File: src/spart_drv_params.svh
`ifndef SPART_DRV_PARAMS_SVH
`define SPART_DRV_PARAMS_SVH

//////////////////////////////////////////////////
// Widths
//////////////////////////////////////////////////

// SPART data byte
`define SPD_DB_W        8
// Register dump index, wraps at both ends
`define SPD_IDX_W       8
// Memory dump index
`define SPD_MIDX_W      5
// Low bits of the register index go to the target
`define SPD_REG_ADDR_W  5
// Target read data
`define SPD_DATA_W      32

// Number of entries shown per dump, both register and memory
`define SPD_DUMP_LIMIT  10

//////////////////////////////////////////////////
// Console characters
//////////////////////////////////////////////////

`define SPD_KEY_ENTER   8'h0d
// '1' steps down, '2' steps up
`define SPD_KEY_DEC     8'h31
`define SPD_KEY_INC     8'h32
`define SPD_ASCII_ZERO  8'h30
`define SPD_ASCII_SPACE 8'h20

// Baud divisor table, index is br_cfg
`define SPD_DIV_LO_0    8'hc0
`define SPD_DIV_LO_1    8'h80
`define SPD_DIV_LO_2    8'h00
`define SPD_DIV_LO_3    8'h00
`define SPD_DIV_HI_0    8'h12
`define SPD_DIV_HI_1    8'h25
`define SPD_DIV_HI_2    8'h4b
`define SPD_DIV_HI_3    8'h96

`endif

File: src/spart_drv_pkg.sv
package spart_drv_pkg;

	//////////////////////////////////////////////////
	// Console FSM states
	//////////////////////////////////////////////////
	typedef enum logic [3:0] {
		// Divisor setup, one write each
		INIT_LO,
		INIT_HI,
		// Idle until a character arrives
		RX_WAIT,
		// Register dump, index digit then value digit
		SEND_IDX,
		SEND_REG,
		// Space after every dump entry
		SEND_SEP,
		// Memory dump digit
		SEND_MEM,
		// Space sent back for a step key
		ECHO
	} drv_state_e;

	// Decoded received character
	typedef enum logic [1:0] {
		CMD_NONE,
		CMD_DUMP,
		CMD_DEC,
		CMD_INC
	} cmd_e;

	// SPART register map seen on ioaddr
	typedef enum logic [1:0] {
		IO_TXRX   = 2'd0,
		IO_STATUS = 2'd1,
		IO_DB_LO  = 2'd2,
		IO_DB_HI  = 2'd3
	} io_reg_e;

endpackage

File: src/dump_ctl_if.sv
`timescale 1ns/1ps
`include "spart_drv_params.svh"

interface dump_ctl_if;

	// Strobes from the FSM, one cycle each
	logic inc_idx;
	logic dec_idx;
	logic inc_midx;

	// Counter state back to the FSM
	logic [`SPD_IDX_W-1:0] reg_idx;
	logic reg_done;
	logic midx_zero;
	logic mem_done;

	modport fsm (
		output inc_idx,
		output dec_idx,
		output inc_midx,
		input  reg_idx,
		input  reg_done,
		input  midx_zero,
		input  mem_done
	);

	modport idx (
		input  inc_idx,
		input  dec_idx,
		input  inc_midx,
		output reg_idx,
		output reg_done,
		output midx_zero,
		output mem_done
	);

endinterface

File: src/dump_index.sv
`timescale 1ns/1ps
`include "spart_drv_params.svh"

module dump_index (
	input  logic                    clk,
	input  logic                    rst,
	dump_ctl_if.idx                 ctl,
	output logic [`SPD_MIDX_W-1:0]  mem_addr
);

	logic [`SPD_IDX_W-1:0] reg_idx;
	logic [`SPD_MIDX_W-1:0] midx;

	//////////////////////////////////////////////////
	// Register index
	//////////////////////////////////////////////////

	// Stepped by the console keys and by the dump itself
	// Plain 8-bit arithmetic, so it wraps at 0 and 255
	always_ff @(posedge clk or posedge rst) begin
		if (rst) begin
			reg_idx <= '0;
		end else if (ctl.inc_idx) begin
			reg_idx <= reg_idx + `SPD_IDX_W'(1);
		end else if (ctl.dec_idx) begin
			reg_idx <= reg_idx - `SPD_IDX_W'(1);
		end
	end

	//////////////////////////////////////////////////
	// Memory index
	//////////////////////////////////////////////////

	// Only moves forward, one step per memory digit sent
	// Never cleared after reset, so a later dump skips memory
	always_ff @(posedge clk or posedge rst) begin
		if (rst) begin
			midx <= '0;
		end else if (ctl.inc_midx) begin
			midx <= midx + `SPD_MIDX_W'(1);
		end
	end

	//////////////////////////////////////////////////
	// Limit flags
	//////////////////////////////////////////////////

	// Flags follow the counters with no register stage
	always_comb begin
		ctl.reg_idx = reg_idx;
		// Register dump finished once the index reaches the limit
		ctl.reg_done = (reg_idx >= `SPD_IDX_W'(`SPD_DUMP_LIMIT));
		// Memory dump not started yet
		ctl.midx_zero = (midx == '0);
		ctl.mem_done = (midx >= `SPD_MIDX_W'(`SPD_DUMP_LIMIT));
	end

	// Memory index drives the target address directly
	assign mem_addr = midx;

endmodule

File: src/monitor_fsm.sv
`timescale 1ns/1ps
`include "spart_drv_params.svh"

module monitor_fsm import spart_drv_pkg::*; (
	input  logic                    clk,
	input  logic                    rst,
	input  logic [1:0]              br_cfg,
	output logic                    iocs,
	output logic                    iorw,
	output io_reg_e                 ioaddr,
	output logic [`SPD_DB_W-1:0]    wdata,
	output logic                    wdata_en,
	input  logic [`SPD_DB_W-1:0]    rdata,
	input  logic                    rda,
	input  logic                    tbr,
	input  logic [`SPD_DATA_W-1:0]  reg_data,
	input  logic [`SPD_DATA_W-1:0]  mem_data,
	dump_ctl_if.fsm                 ctl
);

	drv_state_e state;
	drv_state_e state_nxt;
	cmd_e cmd;

	// Raw bus cycle request before the reset hold
	logic cs;
	logic rd;

	// Transmit request and its byte, shared by all send states
	logic tx;
	logic [`SPD_DB_W-1:0] tx_byte;

	logic [`SPD_DB_W-1:0] div_lo;
	logic [`SPD_DB_W-1:0] div_hi;
	logic [`SPD_DB_W-1:0] idx_digit;
	logic [`SPD_DB_W-1:0] reg_digit;
	logic [`SPD_DB_W-1:0] mem_digit;

	//////////////////////////////////////////////////
	// Baud divisor table
	//////////////////////////////////////////////////

	always_comb begin
		unique case (br_cfg)
			2'd0: begin
				div_lo = `SPD_DIV_LO_0;
				div_hi = `SPD_DIV_HI_0;
			end
			2'd1: begin
				div_lo = `SPD_DIV_LO_1;
				div_hi = `SPD_DIV_HI_1;
			end
			2'd2: begin
				div_lo = `SPD_DIV_LO_2;
				div_hi = `SPD_DIV_HI_2;
			end
			default: begin
				div_lo = `SPD_DIV_LO_3;
				div_hi = `SPD_DIV_HI_3;
			end
		endcase
	end

	// Single-digit ASCII from the low byte, larger values print as other characters
	assign idx_digit = ctl.reg_idx[`SPD_DB_W-1:0] + `SPD_ASCII_ZERO;
	assign reg_digit = reg_data[`SPD_DB_W-1:0] + `SPD_ASCII_ZERO;
	assign mem_digit = mem_data[`SPD_DB_W-1:0] + `SPD_ASCII_ZERO;

	// Received character decode
	always_comb begin
		unique case (rdata)
			`SPD_KEY_ENTER: cmd = CMD_DUMP;
			`SPD_KEY_DEC:   cmd = CMD_DEC;
			`SPD_KEY_INC:   cmd = CMD_INC;
			default:        cmd = CMD_NONE;
		endcase
	end

	// State register
	always_ff @(posedge clk or posedge rst) begin
		if (rst) begin
			state <= INIT_LO;
		end else begin
			state <= state_nxt;
		end
	end

	//////////////////////////////////////////////////
	// Next state and bus cycle
	//////////////////////////////////////////////////

	always_comb begin
		// Default is an idle bus and hold in place
		state_nxt = state;
		cs = 1'b0;
		rd = 1'b1;
		ioaddr = IO_TXRX;
		wdata = '0;
		tx = 1'b0;
		tx_byte = `SPD_ASCII_SPACE;
		ctl.inc_idx = 1'b0;
		ctl.dec_idx = 1'b0;
		ctl.inc_midx = 1'b0;

		unique case (state)
			// Divisor writes need no handshake
			INIT_LO: begin
				cs = 1'b1;
				rd = 1'b0;
				ioaddr = IO_DB_LO;
				wdata = div_lo;
				state_nxt = INIT_HI;
			end
			INIT_HI: begin
				cs = 1'b1;
				rd = 1'b0;
				ioaddr = IO_DB_HI;
				wdata = div_hi;
				state_nxt = RX_WAIT;
			end
			RX_WAIT: begin
				// Read only when a character is waiting, decoded in the same cycle
				if (rda) begin
					cs = 1'b1;
					unique case (cmd)
						CMD_DUMP: state_nxt = SEND_IDX;
						CMD_DEC: begin
							ctl.dec_idx = 1'b1;
							state_nxt = ECHO;
						end
						CMD_INC: begin
							ctl.inc_idx = 1'b1;
							state_nxt = ECHO;
						end
						default: state_nxt = RX_WAIT;
					endcase
				end
			end
			SEND_IDX: begin
				// Registers done, fall through to memory without a bus cycle
				if (ctl.reg_done) begin
					state_nxt = SEND_MEM;
				end else if (tbr) begin
					tx = 1'b1;
					tx_byte = idx_digit;
					state_nxt = SEND_REG;
				end
			end
			SEND_REG: begin
				if (tbr) begin
					tx = 1'b1;
					tx_byte = reg_digit;
					ctl.inc_idx = 1'b1;
					state_nxt = SEND_SEP;
				end
			end
			SEND_SEP: begin
				// Memory index still zero means the register dump is running
				if (tbr) begin
					tx = 1'b1;
					state_nxt = ctl.midx_zero ? SEND_IDX : SEND_MEM;
				end
			end
			SEND_MEM: begin
				if (ctl.mem_done) begin
					state_nxt = RX_WAIT;
				end else if (tbr) begin
					tx = 1'b1;
					tx_byte = mem_digit;
					ctl.inc_midx = 1'b1;
					state_nxt = SEND_SEP;
				end
			end
			ECHO: begin
				if (tbr) begin
					tx = 1'b1;
					state_nxt = RX_WAIT;
				end
			end
			default: state_nxt = INIT_LO;
		endcase

		// Every transmit goes to the TX/RX register
		if (tx) begin
			cs = 1'b1;
			rd = 1'b0;
			wdata = tx_byte;
		end
	end

	// Bus stays idle while reset is held
	assign iocs = cs && !rst;
	assign iorw = rd;
	// Write data only driven on a real write cycle
	assign wdata_en = iocs && !rd;

endmodule

File: src/spart_drv_top.sv
`timescale 1ns/1ps
`include "spart_drv_params.svh"

module spart_drv_top (
	input  logic                        clk,
	input  logic                        rst,
	input  logic [1:0]                  br_cfg,
	// SPART bus
	output logic                        iocs,
	output logic                        iorw,
	output logic [1:0]                  ioaddr,
	output logic [`SPD_DB_W-1:0]        wdata,
	output logic                        wdata_en,
	input  logic [`SPD_DB_W-1:0]        rdata,
	input  logic                        rda,
	input  logic                        tbr,
	// Debug target, answers combinationally
	output logic [`SPD_REG_ADDR_W-1:0]  reg_addr,
	input  logic [`SPD_DATA_W-1:0]      reg_data,
	output logic [`SPD_MIDX_W-1:0]      mem_addr,
	input  logic [`SPD_DATA_W-1:0]      mem_data
);

	dump_ctl_if ctl ();

	// Console FSM
	monitor_fsm u_fsm (
		.clk      (clk),
		.rst      (rst),
		.br_cfg   (br_cfg),
		.iocs     (iocs),
		.iorw     (iorw),
		.ioaddr   (ioaddr),
		.wdata    (wdata),
		.wdata_en (wdata_en),
		.rdata    (rdata),
		.rda      (rda),
		.tbr      (tbr),
		.reg_data (reg_data),
		.mem_data (mem_data),
		.ctl      (ctl.fsm)
	);

	// Dump counters
	dump_index u_idx (
		.clk      (clk),
		.rst      (rst),
		.ctl      (ctl.idx),
		.mem_addr (mem_addr)
	);

	// Register file address is the low part of the dump index
	assign reg_addr = ctl.reg_idx[`SPD_REG_ADDR_W-1:0];

endmodule

File: config.mk
export PLATFORM = sky130hd
export DESIGN_NAME = spart_drv_top
export DESIGN_NICKNAME = d
export VERILOG_FILES = /design/src/spart_drv_pkg.sv /design/src/dump_ctl_if.sv /design/src/dump_index.sv /design/src/monitor_fsm.sv /design/src/spart_drv_top.sv
export VERILOG_INCLUDE_DIRS = /design/src
export SDC_FILE = /design/constraint.sdc
export NUM_CORES = 1
export LEC_CHECK = 0
export BUFFER_PORTS_ARGS = -buffer_cell sky130_fd_sc_hd__buf_2
export CORE_ASPECT_RATIO = 1.25
export CORE_MARGIN = 5
export CORE_UTILIZATION = 44
export DETAILED_ROUTE_END_ITERATION = 8
export PLACE_DENSITY = 0.87
export SYNTH_ARGS = -nofsm -noshare
export SYNTH_HDL_FRONTEND = slang
export SYNTH_SLANG_ARGS = --single-unit
File: constraint.sdc
create_clock -name clk -period 3.66 [get_ports clk]
set_clock_uncertainty 0.15 [all_clocks]
set_input_delay 0 -clock clk [delete_from_list [all_inputs] [get_ports clk]]
set_output_delay 0 -clock clk [all_outputs]
set_load 0.01 [all_outputs]
==> results.sh, run 1 <==
export IMPL_coreArea_sq_um=3847
export IMPL_worst_slew_pin_slew_ps=913.5
export IMPL_r2r_end="u_idx.ctl.reg_idx[7]"
export IMPL_ios=101
export IMPL_die_y_microns=81.12
export IMPL_worstPathCellList="buf_4 -> or3_1 -> o21ai_0 -> inv_1 -> ha_1 -> a211oi_1 -> o21ai_0 -> a31oi_1 -> mux2i_1 -> xnor2_1"
export IMPL_vdd_drop_max_uv=300.1
export IMPL_nets=361
export IMPL_fp_dieArea_sq_um=5427
export IMPL_place_gp_congestion=0.8498
export IMPL_avgRoutedWirePerCell_microns=14.06
export IMPL_hold_path_class="primary input to output port"
export IMPL_routed_top_layer="met4"
export IMPL_syn_nets=315
export IMPL_critPathMaxFanout=12
export IMPL_slew_violations=0
export IMPL_synth_area_sq_um=1780
export IMPL_startpoint="u_fsm.state[0]"
export IMPL_ys_seq_area_share_pct=23.89
export IMPL_max_cap_viol_count=0
export IMPL_drc=0
export IMPL_rsz0062_at_grt="false"
export IMPL_grt_pass1_wl_mm=7.258
export IMPL_switching_share_pct=42.58
export IMPL_synth_cell_type_count=51
export IMPL_yosys_top_cells_area="dfrtp_1 (24%), ha_1 (13%), nand2_1 (5.7%), o21ai_0 (5.1%), xnor2_1 (3.9%)"
export IMPL_drive_gt1_share_pct=25.19
export IMPL_synth_cells_most_frequent="nand2_1 (27), ha_1 (19), o21ai_0 (18)"
export IMPL_wl_met3_microns=252
export IMPL_power_density_nw_per_um2=451.9
export IMPL_wl_met2_mm=2.255
export IMPL_drtIter0Drc=78
export IMPL_synth_top_area_share_pct=23.89
export IMPL_clock_tree_root_cell="clkbuf_8"
export IMPL_max_slew_margin_pct=38.82
export IMPL_antenna_found_initial=0
export IMPL_clk_pin_slew_ps=70
export IMPL_synth_most_common_cell="nand2_1"
export IMPL_synth_seq_cells=17
export IMPL_synthCells=217
export IMPL_dpl_hpwl_mm=3.535
export IMPL_finalWirelength_mm=4.442
export IMPL_worst_path_most_repeated_cell="o21ai_0"
export IMPL_fillCellCount=357
export IMPL_port_buffers=52
export IMPL_combPwrFrac_pct=52.9
export IMPL_grt_total_usage_pct=16.77
export IMPL_start_util_pct=46.28
export IMPL_drt_met1_wl_mm=1.819
export IMPL_dieWidth_microns=66.90
export IMPL_yosysTopAreaCell="dfrtp_1"
export IMPL_setup_tns_ps=0
export IMPL_avgSynthCellArea_sq_um=8.205
export IMPL_ant_nets=0
export IMPL_power_switching_uw=402.0
export IMPL_via_per_inst=5.554
export IMPL_yosys_warnings=0
export IMPL_p_clk_share_pct=15.1
export IMPL_crit_end="u_idx.ctl.reg_idx[7]"
export IMPL_max_stage_delay_ps=500
export IMPL_cts_num_sinks=17
export IMPL_synthFlopType="dfrtp_1"
export IMPL_ff2ff_setup_slack_ps=410
export IMPL_p_int_uw=542.2
export IMPL_rows=25
export IMPL_antenna_cells=0
export IMPL_grt_pass1_vias=1688
export IMPL_timing_rr_start="u_fsm.state[0]"
export IMPL_cts_buffers=3
export IMPL_htreeDepth=1
export IMPL_p_leak_uw=0.001020
export IMPL_critPathKind="flop to flop"
export IMPL_gr_total_overflow=0
export IMPL_clk_latency_ps=250
export IMPL_grt_max_degree=18
export IMPL_syn2layout_area_growth_pct=17.36
export IMPL_worstPathArrival_ps=3280
export IMPL_dp_cells=310
export IMPL_vias=1755
export IMPL_end_kind="flop"
export IMPL_cts_tree="built"
export IMPL_async_reset_ff_share_pct=100.0
export IMPL_hold_viol=0
export IMPL_cp_slowest_cell="dfrtp_1"
export IMPL_synth_edf_count=0
export IMPL_period_share_pct=88.78
export IMPL_reg2reg_depth=10
export IMPL_run_status="finished clean"
export IMPL_required_ps=3690
export IMPL_finalSetupViolCount=0
export IMPL_clk_path_buf_depth=2
export IMPL_fmax_mhz=307.7
export IMPL_finalCriticalPeriod_ps=3249
export IMPL_startpoint_type="flop"
export IMPL_fin_cells=316
export IMPL_drt_first_pass_iters=5
export IMPL_seqPwrFrac_pct=32.0
[kinds of logic after synthesis]
| family | share of synthesized area, % |
|---|---|
| adder cells (fa/ha/maj) | 14.48 |
| buffers and inverters | 8.925 |
| multiplexers | 2.670 |
| flip-flops | 23.89 |
| AO/OA/AOI/OAI | 21.58 |
| XOR/XNOR | 6.395 |
| other | 0.2106 |
| AND/OR/NAND/NOR | 21.86 |
[power groups by stage]
stage	clock network, uW	registers, uW	logic, uW
after floorplan	0	277	413
after global placement	0	299	477
after detailed placement	0	302	496
after CTS	145	299	504
after global routing	151	307	570
final	142	302	499
[through the flow]
stage	total power (uW)	worst slack (ps)	utilization, %	cell area, sq um	hold WS (ps)
2_1_floorplan	689.5	875.3	-	1780	-223.9
3_3_place_gp	775.1	504.9	52.52	2021	-22.08
3_5_place_dp	798.9	435.9	52.52	2021	-13.78
4_1_cts	948.9	417.8	54.31	2090	130.1
5_1_grt	1028	124.5	54.31	2090	149.4
6_report	944.2	410.5	54.31	2090	129.2
[placed cells by master, fill, tap and decap left out, types with 3 or more instances in the layout]
master    count
o21ai_0      18
dfrtp_1      17
a221o_1       3
buf_2        52
nor2_1       16
nand2b_1      3
a222oi_1      4
nor3_1        3
xnor2_1       8
clkbuf_8      3
xor2_1        5
nand3_1       3
ha_1         19
nand2_1      27
inv_1        17
nor3_2        3
nor2b_1       7
a31oi_1       5
a21oi_1       8
[worst max-delay path, delay by kind of cell, from the launching register on]
kind	cells	cell delay [ps]
mux	1	260
compound gates	4	870
buf+inv	2	440
xor+xnor	1	140
flops	1	500
fa+ha+maj	1	330
simple gates	1	480
[layer usage]
layer	track usage [%]	vias to the layer above
met2	29.27	61
met3	1.383	10
met4	7.708	0
met1	20.68	830
met5	0	-
li1	-	854
[cell type report]
type                       instances  area, sq um  area share, %
multi-input combinational        169         1196          57.25
sequential                        17        425.4          20.36
timing repair buffer              55        287.8          13.77
tap                               54        67.56          3.234
inverter                          17        63.81          3.054
clock buffer                       3        41.29          1.976
clock inverter                     1        7.507         0.3593
[flip-flops by register name, summed over array words and instances (netlist names)]
| name | count |
|---|---|
| u_fsm.state | 4 |
| u_idx.ctl.reg_idx | 8 |
| u_idx.mem_addr | 5 |
[how the worst min path moves through the flow]
stage / to / slack, ps / from / cells after the start
6_report: wdata[0] / 130 / mem_data[0] / 4
5_1_grt: wdata[1] / 150 / mem_data[1] / 4
3_3_place_gp: u_idx.ctl.reg_idx[6] / -20 / rst / 2
4_1_cts: u_idx.ctl.reg_idx[7] / 130 / rdata[0] / 5
2_1_floorplan: u_fsm.state[0] / -220 / rst / 1
3_5_place_dp: u_idx.ctl.reg_idx[6] / -10 / rst / 2
[timing repair]
item / CTS / global route
buffers inserted: 0 / 0
hold buffers: 2 / 0
gates resized for setup: 0 / 0
endpoints found under the hold margin: 18 / 0
Power figures use the tool's default switching activity.
==> run 2, diff against run 1 <==
==> constraint.sdc (replaced) <==
create_clock -name clk -period 3.4 [get_ports clk]
set_clock_uncertainty 0.15 [all_clocks]
set_input_delay 0 -clock clk [delete_from_list [all_inputs] [get_ports clk]]
set_output_delay 0 -clock clk [all_outputs]
set_load 0.01 [all_outputs]
==> run 2 against run 1 <==
  * Maximum frequency up 1.9%
  * Worst hold slack barely moved
  * Clock power rose by 4%
  * Critical endpoint unchanged
  * Die area did not move
  * Wire length decreased by 2.5%
  * Flip-flop and latch count did not move
  * Critical path depth unchanged
  * Worst setup slack got worse by 200 ps
  * Combinational power is 7.2% higher
  * Count of clock-buffer cells in the layout increased by 1
  * Sequential power rose by 6%
  * Register-to-register slack worse by 200 ps
==> results.sh, run 2 (same netlist as run 1, synthesis figures left out) <==
export IMPL_run_status="finished clean"
export IMPL_cp_top_family="compound AO/OA/AOI/OAI gates"
export IMPL_drive_gt1_share_pct=26.32
export IMPL_ff2ff_setup_slack_ps=210
export IMPL_critPathMaxFanout=10
export IMPL_seqPwrFrac_pct=31.9
export IMPL_drc=0
export IMPL_setup_tns_ps=0
export IMPL_end_kind="flop"
export IMPL_holdPathStages=4
export IMPL_rsz0062_at_grt="false"
export IMPL_antenna_found_initial=0
export IMPL_startpoint="u_fsm.state[2]"
export IMPL_p_leak_uw=0.001041
export IMPL_rows=25
export IMPL_top_register="u_idx.ctl.reg_idx"
export IMPL_power_density_nw_per_um2=473.1
export IMPL_power_switching_uw=415.0
export IMPL_finalSetupViolCount=0
export IMPL_cp_num_buf_inv=1
export IMPL_grt_pass1_wl_mm=7.245
export IMPL_clk_path_buf_depth=2
export IMPL_cts_num_sinks=17
export IMPL_slew_violations=0
export IMPL_r2r_end="u_idx.ctl.reg_idx[7]"
export IMPL_finalCriticalPeriod_ps=3187
export IMPL_vdd_drop_max_uv=308.5
export IMPL_nets=365
export IMPL_mostFrequentLayoutCells="buf_2 (52), nand2_1 (27), ha_1 (19)"
export IMPL_fin_ws_ps=212.6
export IMPL_finalWirelength_mm=4.329
export IMPL_critPathKind="flop to flop"
export IMPL_start_util_pct=46.28
export IMPL_via_per_inst=5.425
export IMPL_design_area_sq_um=2116
export IMPL_grt_pass1_vias=1764
export IMPL_clk_pin_slew_ps=60
export IMPL_cts_tree="built"
export IMPL_hold_viol=0
export IMPL_dpl_hpwl_mm=3.524
export IMPL_gr_total_overflow=0
export IMPL_avgRoutedWirePerCell_microns=13.53
export IMPL_htreeDepth=1
export IMPL_grt_total_usage_pct=16.82
export IMPL_switching_share_pct=41.45
export IMPL_fin_util_pct=54.99
export IMPL_final_common_cell="buf_2"
export IMPL_grt_max_degree=18
export IMPL_combPwrFrac_pct=53.5
export IMPL_clock_tree_root_cell="clkbuf_8"
export IMPL_place_gp_congestion=0.8592
export IMPL_fmax_mhz=313.7
export IMPL_min_to="wdata[3]"
export IMPL_startpoint_type="flop"
export IMPL_cts_buffers=3
export IMPL_vias=1736
export IMPL_required_ps=3420
export IMPL_max_stage_delay_ps=560
export IMPL_die_y_microns=81.12
export IMPL_cp_slowest_cell="dfrtp_1"
export IMPL_p_int_uw=586.1
export IMPL_antenna_cells=0
export IMPL_place_ws_ps=165.1
export IMPL_worst_slew_pin_slew_ps=657.8
export IMPL_port_buffers=52
export IMPL_ant_nets=0
export IMPL_syn2layout_area_growth_pct=18.83
export IMPL_coreArea_sq_um=3847
export IMPL_max_cap_viol_count=0
export IMPL_dpl_cell_area_sq_um=2051
export IMPL_fp_dieArea_sq_um=5427
export IMPL_timing_rr_start="u_fsm.state[2]"
export IMPL_min_from="mem_data[3]"
export IMPL_max_slew_margin_pct=56.10
export IMPL_worstPathArrival_ps=3210
export IMPL_period_share_pct=93.75
export IMPL_worstPathCellList="nand3b_1 -> or3_1 -> o21ai_1 -> inv_2 -> ha_1 -> a211oi_1 -> o21ai_0 -> a31oi_1 -> mux2i_1 -> xnor2_1"
export IMPL_dieWidth_microns=66.90
export IMPL_clk_latency_ps=250
export IMPL_drtIter0Drc=52
export IMPL_ios=101
export IMPL_reg2reg_depth=10
export IMPL_largest_reg_flops=8
export IMPL_hold_path_class="primary input to output port"
export IMPL_p_clk_share_pct=14.7
export IMPL_drt_first_pass_iters=4
## run 2: power by group through the flow
stage	sequential, uW	combinational (uW)	clock [uW]
2_1_floorplan	298	444	0
3_3_place_gp	319	518	0
3_5_place_dp	323	532	0
4_1_cts	319	538	152
5_1_grt	327	613	163
6_report	319	535	147
## run 2: timing repair
action	CTS	global route
hold endpoints to repair	18	0
endpoints found under the setup margin	0	1
hold buffers	2	0
setup buffers	0	0
resized for setup	0	2
## run 2: how the worst max path moves through the flow
stage	cells past startpoint	slack, ps	endpoint
6_report	10	210	u_idx.ctl.reg_idx[7]
4_1_cts	10	140	u_idx.ctl.reg_idx[7]
2_1_floorplan	11	620	u_idx.ctl.reg_idx[7]
3_5_place_dp	10	170	u_idx.ctl.reg_idx[7]
5_1_grt	10	40	u_idx.ctl.reg_idx[7]
3_3_place_gp	10	290	u_idx.ctl.reg_idx[7]
## run 2: metrics by stage
step | power (uW) | hold WS [ps] | std cells
6_report | 1001 | 129.2 | 320
5_1_grt | 1103 | 161.3 | 320
4_1_cts | 1009 | 130.2 | 320
3_5_place_dp | 854.8 | -9.588 | 314
3_3_place_gp | 837.0 | -20.49 | 314
2_1_floorplan | 742.2 | -223.9 | 217
## run 2: layout make-up
cell class                      count  area [sq um]
Timing Repair Buffer               59         317.8
Tap cell                           54         67.56
Inverter                           17         63.81
Multi-Input combinational cell    169          1196
Clock buffer                        4         45.04
Fill cell                         375          1732
Sequential cell                    17         425.4
## run 2: worst register-to-register path: cells and delay by family, from the launching register on
| kind | cells | cell delay (ps) |
|---|---|---|
| fa+ha+maj | 1 | 310 |
| compound gates | 4 | 930 |
| simple gates | 2 | 620 |
| xor+xnor | 1 | 140 |
| mux | 1 | 270 |
| flops | 1 | 560 |
| buf+inv | 1 | 140 |
## run 2: routing by layer
metal | vias to the layer above | part of all wire [%] | global-route usage [%]
met1 | 803 | 41 | 18.62
met5 | - | 0 | 0
met3 | 9 | 6.7 | 2.213
met4 | 0 | 2.2 | 9.331
met2 | 57 | 51 | 30.46
li1 | 867 | - | -
==> run 3, diff against run 2 <==
==> constraint.sdc (replaced) <==
create_clock -name clk -period 4 [get_ports clk]
set_clock_uncertainty 0.15 [all_clocks]
set_input_delay 0 -clock clk [delete_from_list [all_inputs] [get_ports clk]]
set_output_delay 0 -clock clk [all_outputs]
set_load 0.01 [all_outputs]
==> run 3 against run 2 <==
  * First-iteration DRC count rose by 60%
  * Via count fell by 1.8%
  * Register-to-register slack improved by 480 ps
  * Core utilization fell by 0.98 points
  * Worst setup slack improved by 480 ps
  * Sequential power fell by 13%
  * Design area fell by 1.8%
  * Critical endpoint unchanged
==> results.sh, run 3 (same netlist as run 1, synthesis figures left out) <==
export IMPL_reg2reg_depth=10
export IMPL_start_util_pct=46.28
export IMPL_dpl_hpwl_mm=3.483
export IMPL_power_switching_uw=357.0
export IMPL_mostFrequentLayoutCells="buf_2 (52), nand2_1 (27), ha_1 (19)"
export IMPL_worstPathArrival_ps=3330
export IMPL_via_per_inst=5.413
export IMPL_max_slew_margin_pct=38.14
export IMPL_grt_pass1_vias=1760
export IMPL_nets=360
export IMPL_max_cap_viol_count=0
export IMPL_period_share_pct=82.74
export IMPL_fmax_mhz=302.1
export IMPL_critPathMaxFanout=19
export IMPL_fillCellCount=363
export IMPL_gr_total_overflow=0
export IMPL_coreArea_sq_um=3847
export IMPL_p_leak_uw=0.001016
export IMPL_cts_num_sinks=17
export IMPL_seqPwrFrac_pct=32.5
export IMPL_switching_share_pct=41.89
export IMPL_largest_reg_flops=8
export IMPL_setup_tns_ps=0
export IMPL_hold_viol=0
export IMPL_end_kind="flop"
export IMPL_cts_resized=0
export IMPL_power_density_nw_per_um2=410.1
export IMPL_p_int_uw=495.3
export IMPL_clk_latency_ps=250
export IMPL_startpoint_type="flop"
export IMPL_vdd_drop_max_uv=255.4
export IMPL_fp_dieArea_sq_um=5427
export IMPL_port_buffers=52
export IMPL_rsz0062_at_grt="false"
export IMPL_slew_violations=0
export IMPL_htreeDepth=1
export IMPL_place_gp_congestion=0.8473
export IMPL_grt_pass1_wl_mm=7.376
export IMPL_ant_nets=0
export IMPL_top_register="u_idx.ctl.reg_idx"
export IMPL_clk_pin_slew_ps=60
export IMPL_antenna_found_initial=0
export IMPL_drive_gt1_share_pct=24.52
export IMPL_syn2layout_area_growth_pct=16.73
export IMPL_post_cts_buffers=0
export IMPL_clk_path_buf_depth=2
export IMPL_holdPathStages=4
export IMPL_clock_tree_root_cell="clkbuf_8"
export IMPL_required_ps=4020
export IMPL_finalWirelength_mm=4.352
export IMPL_drtIter0Drc=83
export IMPL_ios=101
export IMPL_final_common_cell="buf_2"
export IMPL_avgRoutedWirePerCell_microns=13.82
export IMPL_multi_input_area_sq_um=1196
export IMPL_dieWidth_microns=66.90
export IMPL_grt_max_degree=20
export IMPL_hold_path_class="primary input to output port"
export IMPL_finalCriticalPeriod_ps=3310
export IMPL_ff_latch_area_sq_um=425.4
export IMPL_p_clk_share_pct=14.7
export IMPL_combPwrFrac_pct=52.8
export IMPL_drc=0
export IMPL_run_status="finished clean"
export IMPL_cts_buffers=3
export IMPL_grt_total_usage_pct=16.97
export IMPL_vias=1705
export IMPL_drt_first_pass_iters=5
export IMPL_rows=25
export IMPL_critPathKind="flop to flop"
export IMPL_die_y_microns=81.12
export IMPL_worst_slew_pin_slew_ps=922.8
export IMPL_cts_tree="built"
export IMPL_finalSetupViolCount=0
export IMPL_antenna_cells=0
export IMPL_fin_util_pct=54.02
## run 3: final cells by class
type,instances,area share (%)
repair buffers,54,13.49
flip-flops and latches,17,20.47
clock buffers,4,2.167
well taps,54,3.251
inverters,17,3.070
multi-input cells,169,57.56
## run 3: timing repair
item	in CTS	in global routing
setup endpoints to repair	0	0
hold endpoints to repair	18	0
hold buffers	2	0
## run 3: critical path, stage by stage, from the launching register on
cell,delay [ps]
dfrtp_1,600
nor4b_4,430
nand4_1,160
o21ai_0,220
inv_1,200
ha_1,340
a211oi_1,350
o21ai_0,180
a31oi_1,230
mux2i_1,240
xnor2_1,130
## run 3: final timing paths
path                              startpoint                    to  slack, ps
min                              mem_data[3]              wdata[3]        140
min in group asynchronous                rst  u_idx.ctl.reg_idx[7]        250
max in group asynchronous                rst     u_idx.mem_addr[0]       3040
max                           u_fsm.state[0]  u_idx.ctl.reg_idx[7]        690
max reg2reg                   u_fsm.state[0]  u_idx.ctl.reg_idx[7]        690
min reg2reg                u_idx.mem_addr[4]     u_idx.mem_addr[4]        300
## run 3: power groups by stage
| stage | Sequential, uW | Combinational, uW | Clock (uW) |
|---|---|---|---|
| after floorplan | 253 | 378 | 0 |
| final | 277 | 450 | 125 |
| after detailed placement | 278 | 446 | 0 |
| after global placement | 276 | 431 | 0 |
| after CTS | 276 | 453 | 128 |
| after global routing | 285 | 510 | 135 |
## run 3: per-stage QoR
step / hold WS (ps) / std cells / setup slack, ps / area, sq um / power, uW
finish: 141.3 / 315 / 690.3 / 2078 / 852.2
global route: 184.2 / 315 / 484.0 / 2078 / 929.7
detailed placement: -8.120 / 309 / 746.6 / 2013 / 724.6
floorplan: -223.9 / 217 / 1215 / 1780 / 630.9
CTS: 141.2 / 315 / 707.2 / 2078 / 856.5
global placement: -22.37 / 309 / 776.2 / 2013 / 707.2
## run 3: routing by layer
metal / global-route usage [%] / wire, microns / up-vias
met3: 1.521 / 236 / 10
met4: 7.708 / 102 / 0
met2: 30.85 / 2221 / 54
met1: 19.83 / 1792 / 789
met5: 0 / 0 / -
li1: - / - / 852
